`src/prog_pkg.sv`:
```
package prog_pkg;

  // RAM data word and its byte-lane enables
  typedef logic [31:0] word_t;
  typedef logic [3:0]  strb_t;

  // APB byte address as seen on the bus
  typedef logic [31:0] paddr_t;

  //////////////////////////////////////////////////////////////////////
  // Boot loader key
  //////////////////////////////////////////////////////////////////////

  // First received byte lands in the top byte
  localparam int BOOT_KEY_LEN = 8;
  localparam logic [BOOT_KEY_LEN*8-1:0] BOOT_KEY = "BOOTLOAD";

  // Loader sequence
  typedef enum logic [2:0] {
    IDLE  = 3'd0,
    KEY   = 3'd1,
    CHECK = 3'd2,
    COUNT = 3'd3,
    DATA  = 3'd4,
    DONE  = 3'd5
  } load_state_t;

endpackage

```
`src/ram_wr_if.sv`:
```
`timescale 1ns/10ps

interface ram_wr_if #(
  parameter int ADDR_W = 10
);

  // One word write, taken on the clock edge where en is high
  logic                en;
  logic [ADDR_W-1:0]   addr;
  prog_pkg::word_t     data;
  prog_pkg::strb_t     strb;

  modport src (
    output en,
    output addr,
    output data,
    output strb
  );

  modport sink (
    input en,
    input addr,
    input data,
    input strb
  );

endinterface

```
`src/apb_ram_port.sv`:
```
`timescale 1ns/10ps

module apb_ram_port #(
  parameter int RAM_DEPTH = 1024
) (
  input  logic                         clk_i,
  input  logic                         rst_ni,
  input  logic                         psel_i,
  input  logic                         penable_i,
  input  logic                         pwrite_i,
  input  prog_pkg::paddr_t             paddr_i,
  input  prog_pkg::word_t              pwdata_i,
  input  prog_pkg::strb_t              pstrb_i,
  output prog_pkg::word_t              prdata_o,
  output logic                         pready_o,
  output logic                         pslverr_o,
  input  logic                         load_busy_i,
  ram_wr_if.src                        wr,
  output logic                         rd_en_o,
  output logic [$clog2(RAM_DEPTH)-1:0] rd_addr_o,
  input  prog_pkg::word_t              rd_data_i
);

  localparam int AW = $clog2(RAM_DEPTH);

  logic access;
  logic in_range;
  logic rd_pend_q;

  // Access phase that is allowed to proceed
  assign access   = psel_i && penable_i && !load_busy_i;
  assign in_range = (paddr_i < prog_pkg::paddr_t'(RAM_DEPTH * 4));

  // Reads need one wait state for the RAM
  always_ff @(posedge clk_i) begin
    if (!rst_ni) begin
      rd_pend_q <= 1'b0;
    end else if (pready_o) begin
      rd_pend_q <= 1'b0;
    end else if (rd_en_o) begin
      rd_pend_q <= 1'b1;
    end
  end

  assign rd_en_o   = access && !pwrite_i && in_range && !rd_pend_q;
  assign rd_addr_o = paddr_i[AW+1:2];

  assign wr.en   = access && pwrite_i && in_range;
  assign wr.addr = paddr_i[AW+1:2];
  assign wr.data = pwdata_i;
  assign wr.strb = pstrb_i;

  assign pready_o  = access && (pwrite_i || rd_pend_q || !in_range);
  assign pslverr_o = pready_o && !in_range;
  assign prdata_o  = rd_pend_q ? rd_data_i : '0;

endmodule

```
`src/flat_wrapper.sv`:
```
// flat-port wrapper written by rule: the top's interface ports become plain ports
module apb_ram_port_flat 
#(
  parameter int RAM_DEPTH = 1024
)
  (clk_i, rst_ni, psel_i, penable_i, pwrite_i, paddr_i, pwdata_i, pstrb_i, prdata_o, pready_o, pslverr_o, load_busy_i, rd_en_o, rd_addr_o, rd_data_i, wr_en, wr_addr, wr_data, wr_strb);
  ram_wr_if wr_i ();
  input  logic clk_i;
  input  logic rst_ni;
  input  logic psel_i;
  input  logic penable_i;
  input  logic pwrite_i;
  input  prog_pkg::paddr_t paddr_i;
  input  prog_pkg::word_t pwdata_i;
  input  prog_pkg::strb_t pstrb_i;
  output prog_pkg::word_t prdata_o;
  output logic pready_o;
  output logic pslverr_o;
  input  logic load_busy_i;
  output logic rd_en_o;
  output logic [$clog2(RAM_DEPTH)-1:0] rd_addr_o;
  input  prog_pkg::word_t rd_data_i;
  output wire logic [$bits(wr_i.en)-1:0] wr_en;
  output wire logic [$bits(wr_i.addr)-1:0] wr_addr;
  output wire logic [$bits(wr_i.data)-1:0] wr_data;
  output wire logic [$bits(wr_i.strb)-1:0] wr_strb;
  assign wr_en = wr_i.en;
  assign wr_addr = wr_i.addr;
  assign wr_data = wr_i.data;
  assign wr_strb = wr_i.strb;
  apb_ram_port #(.RAM_DEPTH(RAM_DEPTH)) u_core (.clk_i(clk_i), .rst_ni(rst_ni), .psel_i(psel_i), .penable_i(penable_i), .pwrite_i(pwrite_i), .paddr_i(paddr_i), .pwdata_i(pwdata_i), .pstrb_i(pstrb_i), .prdata_o(prdata_o), .pready_o(pready_o), .pslverr_o(pslverr_o), .load_busy_i(load_busy_i), .wr(wr_i), .rd_en_o(rd_en_o), .rd_addr_o(rd_addr_o), .rd_data_i(rd_data_i));
endmodule
```
`config.mk`:
```
export PLATFORM = sky130hd
export DESIGN_NAME = apb_ram_port_flat
export DESIGN_NICKNAME = d
export VERILOG_FILES = /design/src/prog_pkg.sv /design/src/ram_wr_if.sv /design/src/apb_ram_port.sv /design/src/flat_wrapper.sv
export SDC_FILE = /design/constraint.sdc
export NUM_CORES = 1
export LEC_CHECK = 0
export BUFFER_PORTS_ARGS = -buffer_cell sky130_fd_sc_hd__buf_2
export CAP_MARGIN = 25
export CORE_AREA = 8 8 70 72
export DETAILED_ROUTE_END_ITERATION = 10
export DIE_AREA = 0 0 78 80
export GPL_ROUTABILITY_DRIVEN = 0
export PLACE_DENSITY = 0.8
export SYNTH_ARGS = -nofsm -noshare
export SYNTH_HDL_FRONTEND = slang
export SYNTH_SLANG_ARGS = --single-unit
```
`constraint.sdc`:
```
create_clock -name clk_i -period 1.5 [get_ports clk_i]
set_input_delay 0 -clock clk_i [delete_from_list [all_inputs] [get_ports clk_i]]
set_output_delay 0 -clock clk_i [all_outputs]
set_load 0.1 [all_outputs]
```
==> results.json <==
{
  "outcome": "complete, no violations",
  "worstPathCellList": "buf_2 > nor4_2 > nand2_1 > nor4_4 > buf_12",
  "placedInstanceArea_um2": 1490,
  "placement_rows": 23,
  "chipWidth_um": 78,
  "report.final.setup_viol": 0,
  "min_period_over_period_pct": 74.6,
  "postSynthCellCount": 112,
  "multi_input_area_um2": 409,
  "criticalPathCategory": "input pin to primary output",
  "tightest_slew_ps": 502,
  "layout-drive-gt1-share_pct": 71.4,
  "startpoint_type": "input pin",
  "leakage_nw": 0.674,
  "timing.slew.headroom_pct": 66.8,
  "share_of_flip_flops_with_an_asynchronous_set_or_reset_pct": 0,
  "fmaxAchievable_mhz": 894,
  "final.fill_count": 379,
  "vdd_ir_drop_max_v": 0.000100,
  "cts_repair_resize_count": 0,
  "worstPathBufferInverterCount": 2,
  "biggest_cell_delay_along_the_critical_path_ps": 390,
  "timing_hold_violations_final": 0,
  "port_buffers": 93,
  "clk-insertion-delay-late_ps": 0,
  "reg.largest.list": "u_core.rd_pend_q x1",
  "final_area_um2": 1490,
  "grt_setup_unrepaired": "no",
  "power.density_nw_per_um2": 98.9,
  "drt_first_iter_violations": 7,
  "vias_per_cell": 4.16,
  "total_vias_in_the_final_route": 819,
  "hold_slack_ps": 0.0386,
  "syn-cell-area_um2": 835,
  "wirelength_um": 3480,
  "synth.area.top_cells": "sky130_fd_sc_hd__buf_4 (50%), sky130_fd_sc_hd__and2_1 (25%), sky130_fd_sc_hd__nor4_4 (7.6%), sky130_fd_sc_hd__nor4_2 (3.0%), sky130_fd_sc_hd__dfxtp_1 (2.4%)",
  "netlist-cell-type-count": 18,
  "first_global_vias": 882,
  "critical_path_arrival_ps": 1120,
  "grt_residual_overflow": 0,
  "final_stage_net_count": 255,
  "crit_required_ps": 1500,
  "crit_slowest_cell": "sky130_fd_sc_hd__nor4_2",
  "yosysSeqAreaShare_pct": 2.40,
  "yosys_register_bits": 1,
  "layout_min_cycle_time_ps": 1120,
  "die_h_um": 80,
  "grt_start_max_net_pins": 34,
  "registers.top_by_ff_count": "u_core.rd_pend_q",
  "postSynthNetCount": 218,
  "residual_drc_count": 0,
  "crit_path_end_kind": "primary output",
  "synth_edf_count": 0,
  "grt_first_pass_wirelength_um": 5080,
  "groute.usage.overall_pct": 10.1,
  "report.final.slew_viol_count": 0,
  "cap_viol_max_count": 0,
  "synth.top_cell.area_share_pct": 50.4,
  "floorplan.initialDensity_pct": 21.6,
  "route.antenna.remaining_nets": 0,
  "die_ar_um2": 6240,
  "fin_setup_tns_ps": 0,
  "crit_path_max_fanout": 3,
  "yosysWarningCount": 0,
  "drt-pass1-iter-count": 4,
  "postCtsHoldBufs": 0,
  "avgSynthCellArea_um2": 7.45,
  "seq_area_um2": 20.0,
  "core_um2": 3860,
  "ioPinCount": 198,
  "commonest_register_cell_after_synthesis": "sky130_fd_sc_hd__dfxtp_1",
  "dp_hpwl_um": 3250,
  "syn2layout_area_growth_pct": 79.0,
  "worstHoldPathType": "input pin to primary output",
  "final.setup_skew_ps": 0,
  "insertedDiodeCount": 0,
  "critical-path-top-delay-family": "simple AND/OR/NAND/NOR gates",
  "cts_setup_buffers": 0,
  "dominant_cell_type_by_area_after_synthesis": "sky130_fd_sc_hd__buf_4",
  "largest_register_ff_count": 1,
  "number_of_antenna_violations_at_the_first_check_in_global_routing": 1,
  "routed_wire_length_per_instance_um": 17.7
}
==> cells by family after synthesis <==
group,share of synthesized area [%]
and+or+nand+nor,42.1
buffers and inverters,52.2
DFF,2.40
AOI/OAI and AO/OA,3.30
==> area by class of cell <==
| type | count | share of cell area, % |
|---|---|---|
| Timing Repair Buffer | 94 | 66.8 |
| Multi-Input combinational cell | 51 | 27.4 |
| Tap cell | 50 | 4.19 |
| Sequential cell | 1 | 1.34 |
| Inverter | 1 | 0.251 |
==> cells in the final DEF, fill, tap and decap left out <==
cell type,Yosys,routed
sky130_fd_sc_hd__a21oi_2,0,1
sky130_fd_sc_hd__a31oi_2,0,1
sky130_fd_sc_hd__and2_1,33,33
sky130_fd_sc_hd__and3_1,1,1
sky130_fd_sc_hd__buf_12,0,35
sky130_fd_sc_hd__buf_2,0,58
sky130_fd_sc_hd__buf_4,56,1
sky130_fd_sc_hd__dfxtp_1,1,1
sky130_fd_sc_hd__inv_1,1,1
sky130_fd_sc_hd__nand2_1,2,2
sky130_fd_sc_hd__nand3_1,2,2
sky130_fd_sc_hd__nand3_2,1,1
sky130_fd_sc_hd__nand3b_1,1,1
sky130_fd_sc_hd__nor2_1,1,1
sky130_fd_sc_hd__nor3_2,0,1
sky130_fd_sc_hd__nor4_2,2,2
sky130_fd_sc_hd__nor4_4,3,4
sky130_fd_sc_hd__o41ai_2,1,1
==> per-layer routing <==
metal	up-vias	routed length (um)	track usage, %
li1	371	-	-
met1	345	1280	10.3
met2	84	1610	18.0
met3	17	474	5.07
met4	2	99	2.96
met5	-	20	0
==> final timing paths <==
| path | from | to | slack, ps | cells past startpoint |
|---|---|---|---|---|
| worst max-delay path | paddr_i[29] | wr_en | 380 | 5 |
| worst min-delay path | pwdata_i[20] | wr_data[20] | 0.04 | 0 |
| worst max register to register | u_core.rd_pend_q$_SDFFE_PP0P_ | u_core.rd_pend_q$_SDFFE_PP0P_ | 630 | 3 |
| worst min register to register | u_core.rd_pend_q$_SDFFE_PP0P_ | u_core.rd_pend_q$_SDFFE_PP0P_ | 580 | 3 |
==> stage by stage <==
step / util (%) / std cells / setup slack [ps] / total power [mW]
after floorplan: - / 112 / -291 / 0.763
after global placement: 38.7 / 197 / 350 / 0.147
after detailed placement: 38.7 / 197 / 347 / 0.150
after CTS: 38.7 / 197 / 347 / 0.151
after global routing: 38.7 / 197 / 320 / 0.159
final: 38.7 / 197 / 381 / 0.148
==> Yosys cell counts, types with 2 or more instances <==
cell type	instances
sky130_fd_sc_hd__buf_4	56
sky130_fd_sc_hd__nand3_1	2
sky130_fd_sc_hd__nor4_4	3
sky130_fd_sc_hd__nand2_1	2
sky130_fd_sc_hd__and2_1	33
sky130_fd_sc_hd__clkbuf_1	3
sky130_fd_sc_hd__nor4_2	2
==> report_power, final <==
| group | switching [mW] | internal [mW] |
|---|---|---|
| Combinational | 0.0565 | 0.0641 |
| Sequential | 0.00000000187 | 0.0271 |
| Clock | 0 | 0 |
No activity file was read; power rests on OpenSTA's default activity.
