[config.mk]
export PLATFORM = sky130hd
export DESIGN_NAME = uart_rx
export DESIGN_NICKNAME = d
export VERILOG_FILES = /design/src/uart_rx.sv
export SDC_FILE = /design/constraint.sdc
export NUM_CORES = 1
export LEC_CHECK = 0
export CAP_MARGIN = 20
export CELL_PAD_IN_SITES_DETAIL_PLACEMENT = 1
export CELL_PAD_IN_SITES_GLOBAL_PLACEMENT = 1
export CORE_MARGIN = 2
export CORE_UTILIZATION = 43
export DETAILED_ROUTE_END_ITERATION = 10
export DONT_BUFFER_PORTS = 1
export HOLD_SLACK_MARGIN = 0.12
export PLACE_DENSITY = 0.74
export SETUP_SLACK_MARGIN = 0.4
export SYNTH_ARGS = -nofsm -noshare
export SYNTH_HDL_FRONTEND = slang
export SYNTH_SLANG_ARGS = --single-unit
export TNS_END_PERCENT = 30
[constraint.sdc]
create_clock -name clk_i -period 1.75 [get_ports clk_i]
set_input_delay 0.175 -clock clk_i [delete_from_list [all_inputs] [get_ports clk_i]]
set_output_delay 0.175 -clock clk_i [all_outputs]
set_load 0.005 [all_outputs]
[src/uart_rx.sv]
`timescale 1ns/10ps

module uart_rx #(
  parameter int CLKS_PER_BIT = 16
) (
  input  logic       clk_i,
  input  logic       rst_ni,
  input  logic       rx_i,
  output logic       rx_valid_o,
  output logic [7:0] rx_byte_o
);

  localparam int CW   = $clog2(CLKS_PER_BIT + 1);
  localparam int HALF = CLKS_PER_BIT / 2;

  localparam logic [1:0] S_IDLE  = 2'd0;
  localparam logic [1:0] S_START = 2'd1;
  localparam logic [1:0] S_DATA  = 2'd2;
  localparam logic [1:0] S_STOP  = 2'd3;

  logic [1:0]    state_q;
  logic [CW-1:0] clk_cnt_q;
  logic [2:0]    bit_idx_q;
  logic          rx_meta_q;
  logic          rx_sync_q;

  always_ff @(posedge clk_i) begin
    if (!rst_ni) begin
      state_q    <= S_IDLE;
      clk_cnt_q  <= '0;
      bit_idx_q  <= '0;
      rx_valid_o <= 1'b0;
      rx_meta_q  <= 1'b1;
      rx_sync_q  <= 1'b1;
    end else begin
      // Two flop synchroniser, line idles high
      rx_meta_q  <= rx_i;
      rx_sync_q  <= rx_meta_q;
      rx_valid_o <= 1'b0;
      case (state_q)
        S_IDLE: begin
          clk_cnt_q <= '0;
          bit_idx_q <= '0;
          if (!rx_sync_q) begin
            state_q <= S_START;
          end
        end
        S_START: begin
          // Recheck at mid start bit to reject glitches
          if (clk_cnt_q == CW'(HALF - 1)) begin
            clk_cnt_q <= '0;
            state_q   <= rx_sync_q ? S_IDLE : S_DATA;
          end else begin
            clk_cnt_q <= clk_cnt_q + 1'b1;
          end
        end
        S_DATA: begin
          if (clk_cnt_q == CW'(CLKS_PER_BIT - 1)) begin
            clk_cnt_q <= '0;
            bit_idx_q <= bit_idx_q + 1'b1;
            if (bit_idx_q == 3'd7) begin
              state_q <= S_STOP;
            end
          end else begin
            clk_cnt_q <= clk_cnt_q + 1'b1;
          end
        end
        default: begin
          // Stop bit, byte flagged only on a good frame
          if (clk_cnt_q == CW'(CLKS_PER_BIT - 1)) begin
            clk_cnt_q  <= '0;
            state_q    <= S_IDLE;
            rx_valid_o <= rx_sync_q;
          end else begin
            clk_cnt_q <= clk_cnt_q + 1'b1;
          end
        end
      endcase
    end
  end

  // LSB first shift at each mid-bit sample
  always_ff @(posedge clk_i) begin
    if (state_q == S_DATA && clk_cnt_q == CW'(CLKS_PER_BIT - 1)) begin
      rx_byte_o <= {rx_sync_q, rx_byte_o[7:1]};
    end
  end

endmodule

==> flow_summary_export.csv, run 1 <==
group,metric,value,unit
outcome,outcome,"completed",
placement,placed_cells,106,
setup_path,critPathKind,"reg -> reg",
clock_network,h-tree-depth,1,
clock_network,clk_pin_slew,0.12,ns
timing,fin_crit,1.58,ns
die,io_pins,12,
logic_synthesis,ys_warn_count,0,
routing,drtAntennaViolNets,0,
global_route,grt_overflow_total,0,
layout,multi_input_area,474,um^2
global_route,grt_pass1_vias,673,
die,rows,16,
layout,drive_above_1_share,32.6,%
setup_path,cp_cell_sequence,"ha_4 > and3_4 > ha_4 > a21boi_4 > a2111oi_4 > mux2i_1",
global_route,grt_pass1_wl,3280,um
layout,mostFrequentLayoutCells,"dfxtp_1 (9), nor2_1 (8), edfxtp_1 (8)",
routing,wl,2030,um
layout,area_growth,21.4,%
placement,portBuffers,0,
clock_network,cts_sinks,21,
power,ir_drop,0.000645,V
power,power_density,980,mW/mm^2
setup_path,path_delay_family,"compound AO/OA/AOI/OAI gates",
routing,vias_per_cell,5.47,
timing,min_period_over_period,90.5,%
die,coreArea,0.00200,mm^2
setup_path,crit_path_max_incr_delay,0.37,ns
logic_synthesis,synthCells,79,
timing,max_freq,0.632,GHz
layout,num_antenna_cells,0,
setup_path,path_max_fanout,3,
logic_synthesis,synth.yosys.seq_area_share,53.9,%
timing,hold_viol_final,0,
global_route,grt_max_degree,13,
setup_path,endpoint_kind,"flip-flop",
setup_path,path_buf_inv,0,
routing,drc_errors,0,
layout,layout_commonest_cell,"dfxtp_1",
setup_path,ff2ff_path_depth,6,
routing,routedWlPerCell,17.5,um
die,dieArea,0.00255,mm^2
die,start_util,46.4,%
power,leakagePower,0.000414,uW
setup_path,cp_common_cell,"ha_4",
setup_path,crit_required,1.98,ns
layout,final_cells,116,
layout,fin_nets,103,
logic_synthesis,avgSynthCellArea,11.8,um^2
setup_path,path_depth,6,
routing,dr.pass1.iters,4,
clock_network,cts_tree,"yes",
timing,max_slew_margin,76.6,%
logic_synthesis,ys_ff_latch,21,
timing,setup_violations,0,
die,dieHeight,50.5,um
routing,num_vias,635,
placement,hpwl,1420,um
die,die_w,50.5,um
setup_path,cp_slowest_cell,"dfxtp_2",
global_route,gr-usage-all-layers,18.1,%
setup_path,worstPathArrival,1.82,ns
placement,place_congestion,0.755,
global_route,antenna_found_initial,0,
placement,place_area,0.00103,mm^2
timing,fin_skew,0.00252,ns
worst_hold_path,min_path_cells,1,
layout,design_area,0.00113,mm^2
timing,worstMarginPinSlew,0.351,ns
layout,fillers,219,
worst_hold_path,min_path_type,"reg -> reg",
clock_network,max-clock-path-buffers,2,
clock_network,root_buffer,"clkbuf_4",
logic_synthesis,synth_nets,92,
layout,regArea,508,um^2
clock_network,numCtsBuffers,3,
clock_network,insertion_delay,0.30,ns
logic_synthesis,synthDistinctLibCells,27,
job,max_cap_viol_count,0,
timing,maxSlewViolCount,0,
timing,rsz0062_at_grt,"yes",
logic_synthesis,synthesis.area,928,um^2
timing,setup_tns,0,ns
routing,drt_iter0_markers,8,
setup_path,startpoint_type,"flip-flop",
-- path summary, 6_finish.rpt --
kind,slack (ns),end,start
setup / recovery,0.17,state_q[0],clk_cnt_q[0]
hold / removal,0.46,rx_sync_q,rx_meta_q
setup reg to reg,0.17,state_q[0],clk_cnt_q[0]
hold reg to reg,0.46,rx_sync_q,rx_meta_q
-- synth_stat cells, drive strengths merged --
| master | count | area (um^2) |
|---|---|---|
| a2111oi | 1 | 15.0 |
| a21boi | 1 | 7.51 |
| a21oi | 2 | 10.0 |
| a22oi | 2 | 15.0 |
| a311oi | 1 | 8.76 |
| a32oi | 1 | 8.76 |
| and2 | 2 | 12.5 |
| and3 | 1 | 7.51 |
| clkbuf | 2 | 8.75 |
| dfxtp | 13 | 260 |
| edfxtp | 8 | 240 |
| ha | 10 | 125 |
| inv | 7 | 26.3 |
| mux2i | 3 | 30.0 |
| nand2 | 3 | 11.3 |
| nand2b | 2 | 12.5 |
| nand3 | 1 | 5.00 |
| nand4bb | 1 | 27.5 |
| nor2 | 8 | 30.0 |
| nor3 | 4 | 20.0 |
| nor4 | 1 | 6.26 |
| o21ai | 1 | 5.00 |
| o41a | 1 | 11.3 |
| or3 | 1 | 6.26 |
| xor2 | 2 | 17.5 |
-- power breakdown --
group / switching [uW] / internal (uW) / total [uW]
logic: 163 / 138 / 301
registers: 33.3 / 537 / 570
clock network: 148 / 85.1 / 233
-- flip-flops by register name (all words and copies together), names as in the netlist --
name,flops
rx_meta_q,1
rx_valid_o,1
rx_byte_o,8
state_q,2
clk_cnt_q,5
rx_sync_q,1
bit_idx_q,3
-- kinds of logic after synthesis --
family | after synthesis | share of synthesized area [%]
simple gates | 24 | 15.0
flops | 21 | 53.9
compound gates | 10 | 8.76
fa+ha+maj | 10 | 13.5
buf+inv | 9 | 3.77
mux | 3 | 3.23
xor+xnor | 2 | 1.89
-- worst register-to-register path, cell delays in order, from the launching register on --
cell       delay, ns
dfxtp_2         0.37
ha_4            0.14
and3_4          0.20
ha_4            0.16
a21boi_4        0.07
a2111oi_4       0.36
mux2i_1         0.23
-- what timing repair did --
item	CTS	global route
setup endpoints to repair	15	17
setup buffers	3	0
pin swaps	2	1
gates cloned	1	0
resized for setup	4	0
hold buffers	2	0
hold endpoints to repair	9	0
-- stage by stage --
stage	hold slack (ns)	setup WS (ns)	power, uW	util (%)
6_report	0.461	0.167	1110	56.3
5_1_grt	0.471	0.105	1160	56.3
4_1_cts	0.470	0.148	1110	56.3
3_5_place_dp	0.252	0.157	851	51.5
3_3_place_gp	0.254	0.227	838	51.5
2_1_floorplan	0.248	0.310	807	-
-- layout make-up --
cell class	count	share of cell area, %
Sequential cell	21	45.1
Clock buffer	3	2.00
Timing Repair Buffer	7	5.11
Tap cell	27	3.00
Multi-Input combinational cell	50	42.1
Clock inverter	1	0.444
Inverter	7	2.33
-- per-layer routing --
layer | part of all wire (%) | up-vias | wire length (um) | GRT usage, %
met5 | 0 | - | 0 | 0
met1 | 42 | 302 | 844 | 19.5
met3 | 3.3 | 10 | 66 | 3.27
met4 | 2.6 | 0 | 53 | 6.76
li1 | - | 302 | - | -
met2 | 52 | 21 | 1060 | 34.6
(Power assumes the default switching activity.)
==> run 2: changes to the inputs <==
--- a/config.mk
+++ b/config.mk
@@ -14,7 +14,7 @@
 export DONT_BUFFER_PORTS = 1
 export HOLD_SLACK_MARGIN = 0.12
 export PLACE_DENSITY = 0.74
-export SETUP_SLACK_MARGIN = 0.4
+export SETUP_SLACK_MARGIN = 0.3
 export SYNTH_ARGS = -nofsm -noshare
 export SYNTH_HDL_FRONTEND = slang
 export SYNTH_SLANG_ARGS = --single-unit
==> run 2 against run 1 <==
  * Combinational power increased by 3%
  * Worst hold slack got worse by 0.041 ns
  * Flip-flop and latch count unchanged
  * Sequential share of layout area decreased by 0.91 points
  * Wire length decreased by 2.8%
  * Count of clock-buffer cells in the layout increased by 1
  * Clock power about the same
  * Maximum frequency decreased by 3.3%
  * Register-to-register slack got worse by 0.05 ns
  * Largest cell class unchanged
  * Highest routed layer unchanged
==> flow_summary_export.csv, run 2 (synthesis results as in run 1) <==
group,metric,value,unit
outcome,outcome,"completed",
clock_network,insertion_delay,0.30,ns
setup_path,reg2reg_from,"clk_cnt_q[0]",
clock_network,cts_sinks,21,
timing,setup_violations,0,
routing,drc_errors,0,
layout,drive_above_1_share,30.1,%
setup_path,reg2reg_slack,0.11,ns
routing,wl,1970,um
worst_hold_path,hold_start,"rx_meta_q",
setup_path,crit_required,1.98,ns
die,io_pins,12,
global_route,grt_pass1_vias,676,
timing,fin_crit,1.64,ns
power,power_density,965,mW/mm^2
setup_path,worstPathArrival,1.87,ns
timing,rsz0062_at_grt,"yes",
routing,drtAntennaViolNets,0,
setup_path,crit_path_max_incr_delay,0.37,ns
layout,fin_nets,107,
layout,largest_reg_flops,8,
die,start_util,46.4,%
die,dieArea,0.00255,mm^2
global_route,grt_overflow_total,0,
setup_path,timing.rr.end,"state_q[0]",
timing,max_slew_margin,78.5,%
clock_network,cts_tree,"yes",
setup_path,cp-startpoint,"clk_cnt_q[0]",
layout,area_growth,23.3,%
setup_path,critPathKind,"reg -> reg",
global_route,grt_max_degree,12,
layout,largest_registers,"rx_byte_o: 8 flops, clk_cnt_q: 5 flops, bit_idx_q: 3 flops",
layout,num_antenna_cells,0,
die,die_w,50.5,um
placement,place_area,0.00104,mm^2
power,leakagePower,0.000433,uW
job,max_cap_viol_count,0,
clock_network,root_buffer,"clkbuf_4",
timing,fin_skew,0.00630,ns
power,ir_drop,0.000595,V
routing,drt_iter0_markers,5,
layout,design_area,0.00114,mm^2
clock_network,max-clock-path-buffers,2,
global_route,antenna_found_initial,0,
clock_network,h-tree-depth,1,
setup_path,startpoint_type,"flip-flop",
timing,min_period_over_period,93.6,%
die,dieHeight,50.5,um
routing,routedWlPerCell,16.4,um
worst_hold_path,whs_endpoint,"rx_sync_q",
placement,hpwl,1260,um
setup_path,ff2ff_path_depth,6,
timing,max_freq,0.611,GHz
routing,dr.pass1.iters,4,
routing,num_vias,613,
worst_hold_path,min_path_type,"reg -> reg",
timing,setup_tns,0,ns
clock_network,numCtsBuffers,3,
routing,vias_per_cell,5.11,
setup_path,endpoint_kind,"flip-flop",
timing,hold_viol_final,0,
die,rows,16,
setup_path,path_max_fanout,5,
global_route,gr-usage-all-layers,18.3,%
global_route,grt_pass1_wl,3390,um
layout,largest_register,"rx_byte_o",
die,coreArea,0.00200,mm^2
placement,place_congestion,0.732,
timing,maxSlewViolCount,0,
worst_hold_path,min_path_cells,1,
setup_path,cp_slowest_cell,"dfxtp_2",
setup_path,cp_cell_sequence,"ha_4 > and3_4 > ha_2 > nor3_2 > a2111oi_4 > mux2i_1",
layout,mostFrequentLayoutCells,"dfxtp_1 (9), buf_4 (9), nor2_1 (8), edfxtp_1 (8), ha_1 (7)",
timing,worstMarginPinSlew,0.322,ns
placement,portBuffers,0,
clock_network,clk_pin_slew,0.12,ns
==> run 2: changes by cell type in the layout (fill, tap and decap cells not counted), sizes merged <==
cell | previous run | this run
buf | 5 | 9
clkbuf | 3 | 4
clkinv | 1 | 0
==> run 2: report_power, final <==
part           total [uW]  leakage, uW  internal [uW]  switching (uW)
logic                 311     0.000239            148             163
registers             560     0.000179            533            27.0
clock network         234    0.0000150           88.9             145
total                1100     0.000433            770             335
==> run 2: final cells by class <==
class	instances	area [um^2]
repair buffers	11	87.6
multi-input cells	50	465
well taps	27	33.8
inverters	7	26.3
clock buffers	4	26.3
fillers	222	857
flip-flops and latches	21	505
==> run 2: timing repair <==
item	4_1_cts	5_1_grt
pin swaps	2	2
gates resized for setup	2	0
setup endpoints to repair	13	15
setup buffers	4	2
endpoints found under the hold margin	11	0
cloned	1	0
hold buffers	2	0
==> run 2: critical path: cells and delay by family, from the launching register on <==
kind | cells | cell delay, ns
adders and majority gates | 2 | 0.40
DFF | 1 | 0.37
and+or+nand+nor | 2 | 0.29
muxes | 1 | 0.26
AOI/OAI and AO/OA | 1 | 0.25
==> run 2: per-layer routing <==
layer / track usage, % / up-vias / share of wire, %
met2: 30.9 / 15 / 50
met3: 2.98 / 4 / 2.7
met4: 7.66 / 0 / 3.0
met5: 0 / - / 0
met1: 23.2 / 288 / 44
li1: - / 306 / -
==> run 2: worst max-delay path by stage <==
stage / end / slack [ns]
after global placement: state_q[1] / 0.22
after floorplan: state_q[0] / 0.27
after CTS: state_q[0] / 0.20
after detailed placement: state_q[0] / 0.17
after global routing: state_q[0] / 0.04
final: state_q[0] / 0.11
==> run 2: stage by stage <==
| step | power, uW | worst slack, ns | hold WS (ns) | std cells | utilization, % |
|---|---|---|---|---|---|
| 2_1_floorplan | 790 | 0.265 | 0.248 | 79 | - |
| 6_report | 1100 | 0.112 | 0.420 | 120 | 57.2 |
| 4_1_cts | 1100 | 0.205 | 0.425 | 118 | 56.4 |
| 3_3_place_gp | 843 | 0.219 | 0.250 | 107 | 51.7 |
| 5_1_grt | 1170 | 0.0432 | 0.438 | 120 | 57.2 |
| 3_5_place_dp | 850 | 0.172 | 0.253 | 107 | 51.7 |
==> run 3: changes to the inputs <==
--- a/config.mk
+++ b/config.mk
@@ -5,11 +5,12 @@
 export SDC_FILE = /design/constraint.sdc
 export NUM_CORES = 1
 export LEC_CHECK = 0
+export ABC_AREA = 1
 export CAP_MARGIN = 20
 export CELL_PAD_IN_SITES_DETAIL_PLACEMENT = 1
 export CELL_PAD_IN_SITES_GLOBAL_PLACEMENT = 1
 export CORE_MARGIN = 2
-export CORE_UTILIZATION = 43
+export CORE_UTILIZATION = 41
 export DETAILED_ROUTE_END_ITERATION = 10
 export DONT_BUFFER_PORTS = 1
 export HOLD_SLACK_MARGIN = 0.12
==> run 3 against run 2 <==
  * Synthesized cell count up 20%
  * Sequential share of layout area fell by 0.64 points
  * Combinational power fell by 13%
  * Total power down 3.9%
  * Utilization down 3.4 points
  * Non-clock buffer count shrank 2
  * Worst hold slack gained 0.018 ns
  * Global-route usage decreased by 1.3 points
  * Via count is 7.3% higher
  * Count of clock-buffer cells in the layout decreased by 1
  * Final cell count up 13%
==> flow_summary_export.csv, run 3 <==
group,metric,value,unit
placement,placed_cells,123,
logic_synthesis,synth_nets,108,
setup_path,path_max_fanout,3,
logic_synthesis,synth.yosys.seq_area_share,53.8,%
timing,min_period_over_period,85.5,%
power,p_seq_share,51.4,%
worst_hold_path,min_path_type,"reg -> reg",
clock_network,h-tree-depth,1,
layout,mostFrequentLayoutCells,"nand2_1 (13), nand2_2 (9), dfxtp_1 (9)",
die,io_pins,12,
setup_path,cp-startpoint,"clk_cnt_q[1]",
setup_path,path_buf_inv,2,
setup_path,startpoint_type,"flip-flop",
power,power.switching,342,uW
layout,largest_register,"rx_byte_o",
logic_synthesis,yosysTopAreaCell,"dfxtp_1",
timing,fin_crit,1.50,ns
layout,num_antenna_cells,0,
setup_path,cp_common_cell,"nand2_2",
layout,fin_nets,122,
placement,portBuffers,0,
timing,setup_tns,0,ns
global_route,antenna_found_initial,0,
layout,largest_reg_flops,8,
global_route,grt_overflow_total,0,
job,max_cap_viol_count,0,
setup_path,path_depth,14,
clock_network,clk_pin_slew,0.13,ns
timing,worstMarginPinSlew,0.242,ns
setup_path,reg2reg_from,"clk_cnt_q[1]",
timing,setup_violations,0,
global_route,gr-usage-all-layers,17.0,%
power,comb_power_share,25.6,%
routing,vias_per_cell,4.84,
setup_path,critPathKind,"reg -> reg",
layout,area_growth,25.6,%
logic_synthesis,ys_warn_count,0,
logic_synthesis,ys_ff_latch,21,
logic_synthesis,synthesis.area,930,um^2
power,leakagePower,0.000464,uW
routing,dr.pass1.iters,4,
logic_synthesis,netlist.area_leader.share,28.0,%
setup_path,cp_cell_sequence,"ha_4 > nand2_4 > inv_2 > nand2_2 > inv_2 > ha_4 > nand2_1 > nand2_2 > nand2_2 > nor2_4 > nand2_2 > nand2_1 > nand2_1 > nor2_2",
logic_synthesis,yosysMostFrequentCell,"nand2_1",
die,start_util,42.8,%
timing,fin_skew,0.0116,ns
placement,place_congestion,0.717,
setup_path,endpoint_kind,"flip-flop",
routing,num_vias,658,
clock_network,root_buffer,"clkbuf_4",
setup_path,timing.rr.end,"state_q[0]",
setup_path,worstPathArrival,1.75,ns
clock_network,cts_tree,"yes",
die,dieArea,0.00266,mm^2
logic_synthesis,synth-async-reset-ratio,0,%
clock_network,numCtsBuffers,3,
clock_network,max-clock-path-buffers,2,
die,die_w,51.6,um
power,p_int,720,uW
logic_synthesis,synth_commonest_cells,"nand2_1 (21), dfxtp_1 (13), ha_1 (10)",
timing,maxSlewViolCount,0,
logic_synthesis,synthDistinctLibCells,19,
setup_path,crit_path_max_incr_delay,0.38,ns
layout,fillers,254,
clock_network,cts_sinks,21,
routing,drtAntennaViolNets,0,
logic_synthesis,ys.flop_type,"dfxtp_1",
timing,max_slew_margin,83.7,%
power,clkPwrFrac,23.0,%
layout,final_cells,136,
layout,drive_above_1_share,40.7,%
global_route,grt_pass1_vias,705,
die,coreArea,0.00217,mm^2
placement,hpwl,1300,um
logic_synthesis,synth-edff-count,8,
routing,wl,2020,um
layout,layout_commonest_cell,"nand2_1",
die,rows,17,
die,dieHeight,51.6,um
power,power_density,910,mW/mm^2
outcome,outcome,"completed",
clock_network,insertion_delay,0.31,ns
logic_synthesis,avgSynthCellArea,9.79,um^2
global_route,grt_pass1_wl,3170,um
setup_path,ff2ff_path_depth,14,
setup_path,reg2reg_slack,0.25,ns
layout,largest_registers,"rx_byte_o: 8 flops, clk_cnt_q: 5 flops, bit_idx_q: 3 flops",
timing,rsz0062_at_grt,"yes",
power,ir_drop,0.000629,V
timing,max_freq,0.668,GHz
setup_path,critical_path.endpoint,"state_q[0]",
setup_path,path_delay_family,"simple AND/OR/NAND/NOR gates",
routing,drt_iter0_markers,3,
power,switching_share,32.2,%
global_route,grt_max_degree,13,
setup_path,cp_slowest_cell,"dfxtp_2",
logic_synthesis,synth.area.top_cells,"dfxtp_1 (28%), edfxtp_1 (26%), ha_1 (13%)",
timing,hold_viol_final,0,
routing,routedWlPerCell,14.8,um
logic_synthesis,synthCells,95,
routing,drc_errors,0,
setup_path,crit_required,2.00,ns
## run 3: cell types whose count changed in the layout (fill, tap and decap cells not counted), sizes merged, moves of 3 or more
cell | before | now
nor3 | 4 | 0
dlygate4sd3 | 2 | 5
nand3 | 1 | 5
buf | 9 | 4
nand2 | 3 | 23
mux2i | 3 | 0
inv | 7 | 11
a21oi | 2 | 6
and2 | 3 | 0
or2 | 0 | 4
## run 3: through the flow
stage	worst slack, ns	cell area, um^2	utilization [%]	hold WS [ns]	power (uW)
4_1_cts	0.235	1120	51.7	0.439	1040
2_1_floorplan	0.303	932	-	0.282	699
3_5_place_dp	0.0521	967	44.6	0.285	745
3_3_place_gp	0.142	967	44.6	0.284	732
5_1_grt	0.127	1170	53.8	0.448	1120
6_report	0.253	1170	53.8	0.438	1060
## run 3: how the worst min path moves through the flow
stage               cells after the start   endpoint  slack (ns)  startpoint
CTS                                     1  rx_sync_q        0.44   rx_meta_q
finish                                  1  rx_sync_q        0.44   rx_meta_q
global route                            1  rx_sync_q        0.45   rx_meta_q
floorplan                               1  rx_meta_q        0.28        rx_i
detailed placement                      1  rx_meta_q        0.29        rx_i
global placement                        1  rx_meta_q        0.28        rx_i
## run 3: power by group through the flow
stage	clock network, uW	registers, uW	logic [uW]
global placement	0	547	185
global route	271	550	302
CTS	248	543	245
finish	244	546	272
detailed placement	0	550	195
floorplan	0	544	155
## run 3: repair_timing
item / in CTS / in global routing
pin swaps: 3 / 5
hold buffers: 5 / 0
hold endpoints to repair: 8 / 0
setup endpoints to repair: 17 / 18
setup buffers: 3 / 1
gates resized for setup: 16 / 14
## run 3: area by class of cell
class | count | area, um^2 | area share [%]
timing repair buffer | 9 | 80.1 | 6.86
inverter | 11 | 46.3 | 3.97
sequential | 21 | 508 | 43.5
multi-input combinational | 63 | 470 | 40.3
tap | 28 | 35.0 | 3.00
clock inverter | 1 | 5.00 | 0.429
clock buffer | 3 | 22.5 | 1.93
## run 3: kinds of logic after synthesis
group	Yosys count	synth area share, %
XOR/XNOR	1	0.942
adder cells (fa/ha/maj)	10	13.5
flip-flops	21	53.8
AO/OA/AOI/OAI	10	6.46
AND/OR/NAND/NOR	42	20.9
buffers and inverters	11	4.44
## run 3: metal layers
metal	routed length, um	part of all wire, %	track usage, %	vias up
li1	-	-	-	332
met1	852	42	18.9	310
met2	1090	54	30.3	12
met3	46	2.3	3.16	4
met4	31	1.5	9.21	0
met5	0	0	0	-
